--- src/hw/vsaPkg.sv ---
`default_nettype none

package vsaPkg;

    // datapath widths
    localparam int dataWidth   = 5;  // registers, alu, data bus
    localparam int pcWidth     = 5;  // instruction address
    localparam int instrWidth  = 12;
    localparam int regIdxWidth = 2;
    localparam int opWidth     = 3;
    localparam int funcWidth   = 3;

    typedef logic [dataWidth-1:0]   dataWord;     // register value, alu result, data addr
    typedef logic [pcWidth-1:0]     pcWord;
    typedef logic [instrWidth-1:0]  instrWord;
    typedef logic [regIdxWidth-1:0] regIndex;
    typedef logic [opWidth-1:0]     opcodeField;
    typedef logic [funcWidth-1:0]   funcField;

    // one instruction walks through all five phases
    typedef enum logic [2:0] {
        phaseIf  = 3'd0,  // fetch
        phaseId  = 3'd1,  // decode, operand read
        phaseEx  = 3'd2,  // alu
        phaseMem = 3'd3,  // data access, pc update
        phaseWb  = 3'd4   // register write
    } phaseState;

    // opcodes, instr[11:9]
    localparam opcodeField opLw   = 3'd0;
    localparam opcodeField opSw   = 3'd1;
    localparam opcodeField opBeqz = 3'd2;
    localparam opcodeField opAlu  = 3'd3;  // r-format, function in instr[2:0]
    localparam opcodeField opAddi = 3'd4;
    localparam opcodeField opSubi = 3'd5;

    // alu function codes for opAlu
    localparam funcField fnAdd = 3'd0;
    localparam funcField fnSub = 3'd1;
    localparam funcField fnAnd = 3'd2;
    localparam funcField fnOr  = 3'd3;
    localparam funcField fnXor = 3'd4;
    localparam funcField fnNot = 3'd5;  // ignores opB
    localparam funcField fnSrl = 3'd6;  // shift by one
    localparam funcField fnSra = 3'd7;

    // instruction words sit two addresses apart
    localparam pcWord pcStep = 5'd2;

    // r0 reads as zero, r1..r3 writable
    localparam int numRegs = 4;

    // instruction field layout
    //   r-format: op(3) src1(2) src2(2) dst(2) func(3)
    //   i-format: op(3) src1(2) dst(2)  imm(5)
    // src2 and the i-format dst share bits 6:5

endpackage

`default_nettype wire

--- src/hw/fetchStage.sv ---
`timescale 1ns/1ps
`default_nettype none

module fetchStage (
    input  wire logic              clock,
    input  wire logic              reset,
    input  wire vsaPkg::instrWord  instruction,  // from instruction memory
    input  wire logic              redirect,     // taken branch, valid in phaseMem
    input  wire vsaPkg::pcWord     target,       // branch destination
    output vsaPkg::phaseState      phase,
    output vsaPkg::pcWord          pc,
    output vsaPkg::pcWord          npc,
    output vsaPkg::instrWord       ir
);

    vsaPkg::phaseState nextPhase;
    vsaPkg::pcWord     nextPc;

    // fixed five step rotation, no stalls
    always_comb begin
        case (phase)
            vsaPkg::phaseIf:  nextPhase = vsaPkg::phaseId;
            vsaPkg::phaseId:  nextPhase = vsaPkg::phaseEx;
            vsaPkg::phaseEx:  nextPhase = vsaPkg::phaseMem;
            vsaPkg::phaseMem: nextPhase = vsaPkg::phaseWb;
            vsaPkg::phaseWb:  nextPhase = vsaPkg::phaseIf;
            default:          nextPhase = vsaPkg::phaseIf;  // unused encodings recover
        endcase
    end

    // taken branch wins over sequential flow
    assign nextPc = redirect ? target : npc;

    always_ff @(posedge clock) begin
        if (reset) begin
            phase <= vsaPkg::phaseIf;
            pc    <= '0;
            npc   <= '0;
            ir    <= '0;
        end else begin
            phase <= nextPhase;

            // memory answers combinationally at pc
            if (phase == vsaPkg::phaseIf) begin
                ir  <= instruction;
                npc <= pc + vsaPkg::pcStep;  // wraps at 32
            end

            // pc moves only here, once per instruction
            if (phase == vsaPkg::phaseMem) begin
                pc <= nextPc;
            end
        end
    end

endmodule

`default_nettype wire

--- src/hw/decodeStage.sv ---
`timescale 1ns/1ps
`default_nettype none

module decodeStage (
    input  wire logic              clock,
    input  wire logic              reset,
    input  wire vsaPkg::phaseState phase,
    input  wire vsaPkg::instrWord  ir,
    input  wire vsaPkg::dataWord   aluResult,  // registered alu output
    input  wire vsaPkg::dataWord   loadData,   // latched load word
    output vsaPkg::dataWord        opA,
    output vsaPkg::dataWord        opB
);

    vsaPkg::opcodeField opcode;
    vsaPkg::regIndex    src1;
    vsaPkg::regIndex    src2;     // also i-format destination
    vsaPkg::regIndex    dst;      // r-format destination
    vsaPkg::dataWord    readA;
    vsaPkg::dataWord    readB;
    logic               wbEnable;
    vsaPkg::regIndex    wbIndex;
    vsaPkg::dataWord    wbData;

    vsaPkg::dataWord regFile [vsaPkg::numRegs];

    // field slicing
    assign opcode = vsaPkg::opcodeField'(ir[11:9]);
    assign src1   = ir[8:7];
    assign src2   = ir[6:5];
    assign dst    = ir[4:3];

    // r0 always reads zero
    assign readA = (src1 == '0) ? '0 : regFile[src1];
    assign readB = (src2 == '0) ? '0 : regFile[src2];

    // write-back select by instruction class
    always_comb begin
        wbEnable = 1'b0;
        wbIndex  = src2;       // i-format destination by default
        wbData   = aluResult;
        case (opcode)
            vsaPkg::opAlu: begin
                wbEnable = 1'b1;
                wbIndex  = dst;
            end
            vsaPkg::opAddi, vsaPkg::opSubi: begin
                wbEnable = 1'b1;
            end
            vsaPkg::opLw: begin
                wbEnable = 1'b1;
                wbData   = loadData;
            end
            default: wbEnable = 1'b0;  // sw, beqz write nothing
        endcase
    end

    always_ff @(posedge clock) begin
        if (reset) begin
            regFile <= '{default: '0};
            opA     <= '0;
            opB     <= '0;
        end else begin
            if (phase == vsaPkg::phaseId) begin
                opA <= readA;
                opB <= readB;  // also store data
            end
            // writes to r0 dropped
            if (phase == vsaPkg::phaseWb && wbEnable && wbIndex != '0) begin
                regFile[wbIndex] <= wbData;
            end
        end
    end

endmodule

`default_nettype wire

--- src/hw/executeStage.sv ---
`timescale 1ns/1ps
`default_nettype none

module executeStage (
    input  wire logic              clock,
    input  wire logic              reset,
    input  wire vsaPkg::phaseState phase,
    input  wire vsaPkg::instrWord  ir,
    input  wire vsaPkg::pcWord     npc,   // pc + 2 of this instruction
    input  wire vsaPkg::dataWord   opA,
    input  wire vsaPkg::dataWord   opB,
    output vsaPkg::dataWord        aluResult,
    output logic                   cond   // beqz test, opA == 0
);

    vsaPkg::opcodeField opcode;
    vsaPkg::funcField   func;
    vsaPkg::dataWord    imm;       // unsigned, no sign extension
    vsaPkg::dataWord    funcOut;
    vsaPkg::dataWord    aluNext;

    assign opcode = vsaPkg::opcodeField'(ir[11:9]);
    assign func   = vsaPkg::funcField'(ir[2:0]);
    assign imm    = ir[4:0];

    // r-format function unit
    always_comb begin
        case (func)
            vsaPkg::fnAdd: funcOut = opA + opB;
            vsaPkg::fnSub: funcOut = opA - opB;
            vsaPkg::fnAnd: funcOut = opA & opB;
            vsaPkg::fnOr:  funcOut = opA | opB;
            vsaPkg::fnXor: funcOut = opA ^ opB;
            vsaPkg::fnNot: funcOut = ~opA;
            vsaPkg::fnSrl: funcOut = {1'b0, opA[4:1]};
            vsaPkg::fnSra: funcOut = {opA[4], opA[4:1]};  // keep sign bit
            default:       funcOut = '0;
        endcase
    end

    // result by instruction class
    always_comb begin
        case (opcode)
            vsaPkg::opLw, vsaPkg::opSw: aluNext = opA + imm;  // data address
            vsaPkg::opAlu:              aluNext = funcOut;
            vsaPkg::opAddi:             aluNext = opA + imm;
            vsaPkg::opSubi:             aluNext = opA - imm;
            // word offset, low four bits doubled
            vsaPkg::opBeqz:             aluNext = npc + {imm[3:0], 1'b0};
            default:                    aluNext = aluResult;  // opcodes 6, 7 hold
        endcase
    end

    always_ff @(posedge clock) begin
        if (reset) begin
            aluResult <= '0;
            cond      <= 1'b0;
        end else if (phase == vsaPkg::phaseEx) begin
            aluResult <= aluNext;
            if (opcode == vsaPkg::opBeqz) begin
                cond <= (opA == '0);
            end
        end
    end

endmodule

`default_nettype wire

--- src/hw/memoryStage.sv ---
`timescale 1ns/1ps
`default_nettype none

module memoryStage (
    input  wire logic              clock,
    input  wire logic              reset,
    input  wire vsaPkg::phaseState phase,
    input  wire vsaPkg::instrWord  ir,
    input  wire logic              cond,
    input  wire vsaPkg::dataWord   aluResult,  // data address or branch target
    input  wire vsaPkg::dataWord   dataIn,     // data memory read port
    output vsaPkg::dataWord        loadData,
    output logic                   wr,
    output logic                   redirect,
    output vsaPkg::pcWord          target
);

    vsaPkg::opcodeField opcode;
    logic               inMem;
    logic               isLoad;
    logic               isStore;
    logic               isBranch;

    assign opcode   = vsaPkg::opcodeField'(ir[11:9]);
    assign inMem    = (phase == vsaPkg::phaseMem);
    assign isLoad   = (opcode == vsaPkg::opLw);
    assign isStore  = (opcode == vsaPkg::opSw);
    assign isBranch = (opcode == vsaPkg::opBeqz);

    // strobe spans the whole memory cycle, write on its closing edge
    assign wr = inMem && isStore;

    // taken beqz steers the pc update at end of phaseMem
    assign redirect = inMem && isBranch && cond;
    assign target   = vsaPkg::pcWord'(aluResult);

    always_ff @(posedge clock) begin
        if (reset) begin
            loadData <= '0;
        end else if (inMem && isLoad) begin
            loadData <= dataIn;  // consumed in phaseWb
        end
    end

endmodule

`default_nettype wire

--- src/hw/vsaCore.sv ---
`timescale 1ns/1ps
`default_nettype none

module vsaCore (
    input  wire logic              clock,
    input  wire logic              reset,
    output vsaPkg::pcWord          pc,           // instruction memory address
    input  wire vsaPkg::instrWord  instruction,  // instruction memory data
    output vsaPkg::dataWord        aluOutput,    // data memory address
    input  wire vsaPkg::dataWord   dataIn,       // data memory read
    output vsaPkg::dataWord        dataOut,      // data memory write
    output logic                   wr            // data memory write strobe
);

    // stage to stage nets
    vsaPkg::phaseState phase;
    vsaPkg::pcWord     npc;
    vsaPkg::instrWord  ir;
    vsaPkg::dataWord   opA;
    vsaPkg::dataWord   opB;
    vsaPkg::dataWord   aluResult;
    logic              cond;
    vsaPkg::dataWord   loadData;
    logic              redirect;
    vsaPkg::pcWord     target;

    // phase owner, pc and ir
    fetchStage i_fetch (
        .clock       (clock),
        .reset       (reset),
        .instruction (instruction),
        .redirect    (redirect),
        .target      (target),
        .phase       (phase),
        .pc          (pc),
        .npc         (npc),
        .ir          (ir)
    );

    // register file, operands, write-back
    decodeStage i_decode (
        .clock     (clock),
        .reset     (reset),
        .phase     (phase),
        .ir        (ir),
        .aluResult (aluResult),
        .loadData  (loadData),
        .opA       (opA),
        .opB       (opB)
    );

    executeStage i_execute (
        .clock     (clock),
        .reset     (reset),
        .phase     (phase),
        .ir        (ir),
        .npc       (npc),
        .opA       (opA),
        .opB       (opB),
        .aluResult (aluResult),
        .cond      (cond)
    );

    // data access and branch decision
    memoryStage i_memory (
        .clock     (clock),
        .reset     (reset),
        .phase     (phase),
        .ir        (ir),
        .cond      (cond),
        .aluResult (aluResult),
        .dataIn    (dataIn),
        .loadData  (loadData),
        .wr        (wr),
        .redirect  (redirect),
        .target    (target)
    );

    assign aluOutput = aluResult;  // address held from phaseEx on
    assign dataOut   = opB;        // store data, always driven

endmodule

`default_nettype wire

--- config.mk ---
export PLATFORM = sky130hd
export DESIGN_NAME = vsaCore
export DESIGN_NICKNAME = d
export VERILOG_FILES = /design/src/hw/vsaPkg.sv /design/src/hw/fetchStage.sv /design/src/hw/decodeStage.sv /design/src/hw/executeStage.sv /design/src/hw/memoryStage.sv /design/src/hw/vsaCore.sv
export SDC_FILE = /design/constraint.sdc
export NUM_CORES = 1
export LEC_CHECK = 0
export CORE_MARGIN = 2
export CORE_UTILIZATION = 45
export DETAILED_ROUTE_END_ITERATION = 8
export DONT_BUFFER_PORTS = 1
export GPL_TIMING_DRIVEN = 0
export HOLD_SLACK_MARGIN = 0.02
export SLEW_MARGIN = 5
export SYNTH_ARGS = -nofsm -noshare
export SYNTH_HDL_FRONTEND = slang
export SYNTH_SLANG_ARGS = --single-unit
--- constraint.sdc ---
create_clock -name clock -period 2.6 [get_ports clock]
set_input_delay 0.26 -clock clock [delete_from_list [all_inputs] [get_ports clock]]
set_output_delay 0.26 -clock clock [all_outputs]
set_load 0.01 [all_outputs]
==> results.toml <==
[finish]
layout-drive-gt1-share_pct = 11.87
postLayoutCoreUtil_pct = 51.10
design_area_um2 = 4135
num_antenna_cells = 0
finalNonFillerCells = 560
layout.filler_cells = 794
area_growth_pct = 11.32
nNetsFinal = 500

[clocking]
clk-insertion-delay-late_ps = 340
cts.reportedPaths.clkPinSlew_ps = 70
tritoncts = "built"
maximum_buffer_depth_of_the_clock_tree = 2
numClockSinks = 61
h-tree-depth = 3
cts_buffers = 9
hold_buffers = 0
cts_root_buffer = "sky130_fd_sc_hd__clkbuf_8"

[synthesis]
ys_seq_area_share_pct = 32.87
synth_compound_gate_area_share_pct = 19.00
synth_net_count = 484
synth_top_cell_by_area = "sky130_fd_sc_hd__dfxtp_1"
dominant_combinational_cell_family_by_area_after_synthesis = "compound AO/OA/AOI/OAI gates"
syn_inst = 434
avgSynthCellArea_um2 = 8.559
synth.yosys.warnings = 0
post_synth_fa_ha_maj_area_fraction_pct = 11.05
predominant_post_synthesis_flop_cell = "sky130_fd_sc_hd__dfxtp_1"
synth.distinct_cells = 56
async_reset_ff_share_pct = 0
yosysTopAreaCellShare_pct = 32.87
synth_area_in_simple_gates_pct = 18.19
synth_xor_area_share_pct = 3.671
synth_edf_count = 0
synth-seq-cells = 61
syn_area_um2 = 3715
muxShareOfSynthArea_pct = 10.21
synth.top_cells.by_area = "sky130_fd_sc_hd__dfxtp_1, sky130_fd_sc_hd__ha_1, sky130_fd_sc_hd__mux2i_1"

[timing]
layout_setup_ws_ps = 121.2
period_share_pct = 95.34
layout_min_cycle_time_ps = 2479
timing_hold_violations_final = 0
fin_tns_setup_ps = 0
max-slew-margin-rel_pct = 53.85
final.setup_skew_ps = 10.59
timing_worst_slew_pin_value_ps = 688.5
report.final.slew_viol_count = 0
final-setup-viol-count = 0
maxClockFrequency_ghz = 0.4034

[floorplanning]
top_level_ports = 35
die_area_um2 = 8997
fp-row-count = 33
die_span_y_um = 94.86
fp.coreArea_um2 = 8093
floorplan.initialDensity_pct = 45.90
die_w_um = 94.86

[critical_path]
timing_worst_setup_path_type = "reg2reg"
reg2reg_to = "i_execute.aluResult[4]"
regToRegSetupSlack_ps = 120
worst-r2r-cell-count = 10
largest_driver_fanout_on_the_critical_path = 4
worstSetupStartpoint = "i_fetch.ir[1]"
worst_r2r_startpoint = "i_fetch.ir[1]"
cp_data_required_time_ps = 2850
worst_ep_arrival_time_ps = 2730
cp-start-kind = "register"
cp-end-kind = "register"

[placed_design]
place.detailed.instances = 539
dpl_cell_area_um2 = 3859
io_buffer_count = 0
post-dp-hpwl_um = 7189
place.gp.congestion = 0.8534
dpl_worst_slack_ps = -385.3

[global_routing]
overflow = 0
global_route.usage.total_pct = 23.09
antenna_violations_before_repair = 0
grt_pass1_vias = 3043
global_route_wire_length_before_repair_um = 15750
grt_start_max_net_pins = 12

[run_status]
outcome = "finished, final reports clean"

[routing]
iter_0_drt_violations = 117
antenna_left = 0
route.final.wire_length_um = 9635
route.vias.total = 3161
post-route-drc-count = 0
vias_cell = 5.645
post_dr_wirelength_cell_um = 17.21
drt-pass1-iter-count = 4

[worst_hold_path]
min_delay_path_depth = 2
endpoint_worst_hold = "i_fetch.ir[11]"
hold_path_class = "in2reg"
min_from = "instruction[11]"

[run]
timing.max_cap.violations = 0

[pwr]
cell_area_power_density_nw_per_um2 = 620.3
vdd_ir_drop_max_mv = 0.2990
power_leakage_nw = 1.678
[per-stage QoR]
step | hold WS [ps] | power [mW]
after floorplan | 388.5 | 1.619
after global placement | 394.1 | 1.778
after detailed placement | 404.3 | 1.796
after CTS | 32.64 | 2.568
after global routing | 32.89 | 2.721
final | 43.60 | 2.565
[layout by cell type, fill, tap and decap left out, drive strengths merged, types with 3 or more instances in the layout]
master,n
dfxtp,61
nand2,50
nor2,46
clkbuf,29
ha,28
a21oi,26
mux2i,21
a211oi,19
inv,17
mux2,15
buf,15
o21ai,13
a22oi,10
nor3,10
nor2b,9
xnor2,7
nand3,7
xor2,6
a31oi,6
nor3b,6
nand2b,5
clkinv,5
a221oi,4
o21a,4
o211ai,4
a21o,3
fa,3
[synthesized netlist by cell type, drive strengths merged, types with 5 or more instances]
library cell,count
nor2,46
nand2b,5
clkbuf,21
a22oi,10
nand3,7
dfxtp,61
ha,28
xnor2,7
mux2i,21
nor3b,6
nor2b,9
a21oi,26
a31oi,6
inv,17
a211oi,19
mux2,15
nand2,50
o21ai,13
buf,8
xor2,6
nor3,10
[power breakdown]
part	switching [mW]	total (mW)	internal (mW)
Combinational	0.418	0.747	0.329
Clock	0.380	0.724	0.344
Sequential	0.0965	1.09	0.997
[worst max-delay path: stages (launching register included)]
cell and delay [ps]:
sky130_fd_sc_hd__dfxtp_4 390, sky130_fd_sc_hd__inv_8 40, sky130_fd_sc_hd__ha_4 150, sky130_fd_sc_hd__nor2b_4 140, sky130_fd_sc_hd__mux2i_4 190, sky130_fd_sc_hd__fa_2 360, sky130_fd_sc_hd__a21o_1 200, sky130_fd_sc_hd__a21oi_2 120
sky130_fd_sc_hd__xnor3_1 230, sky130_fd_sc_hd__a211o_1 340, sky130_fd_sc_hd__a311oi_2 230
[registers in the layout, indices dropped and copies added (netlist names)]
name,flops
i_decode.regFile,15
i_fetch.ir,12
i_decode.opA,5
i_decode.opB,5
i_execute.aluResult,5
i_fetch.npc,5
i_fetch.pc,5
i_memory.loadData,5
i_fetch.phase,3
i_execute.cond,1
[how the worst max path moves through the flow]
stage | slack, ps | cells past startpoint | to
5_1_grt | -7 | 9 | i_execute.aluResult[4]
3_3_place_gp | -330 | 11 | i_execute.aluResult[3]
4_1_cts | 5 | 9 | i_execute.aluResult[4]
6_report | 120 | 10 | i_execute.aluResult[4]
2_1_floorplan | 5 | 11 | i_execute.aluResult[3]
3_5_place_dp | -390 | 11 | i_execute.aluResult[3]
[area by class of cell]
cell class	instances	area, µm²	area share, %
multi-input cells	327	2360	57.06
flip-flops and latches	61	1237	29.92
well taps	105	131.4	3.177
clock buffers	10	127.6	3.086
plain buffers	27	115.1	2.784
inverters	17	71.32	1.725
repair buffers	7	52.55	1.271
clock inverters	6	40.04	0.9682
[repair_timing]
action,4_1_cts,5_1_grt
setup buffers,5,2
pin swaps,8,11
endpoints found under the setup margin,2,3
resized for setup,17,8
[layer usage]
layer  GRT usage, %  routed length [µm]  vias up
met2          37.06                4602       75
met4          7.488                 116        0
li1               -                   -     1563
met1          30.72                4446     1513
met5              0                   0        -
met3          5.267                 469       10
[cell families after synthesis]
logic type	after synthesis
AOI/OAI and AO/OA	101
xor gates and xnor gates	14
adders and majority gates	31
buffers and inverters	46
DFF	61
muxes	36
and+or+nand+nor	145
No activity file was read; power rests on OpenSTA's default activity.
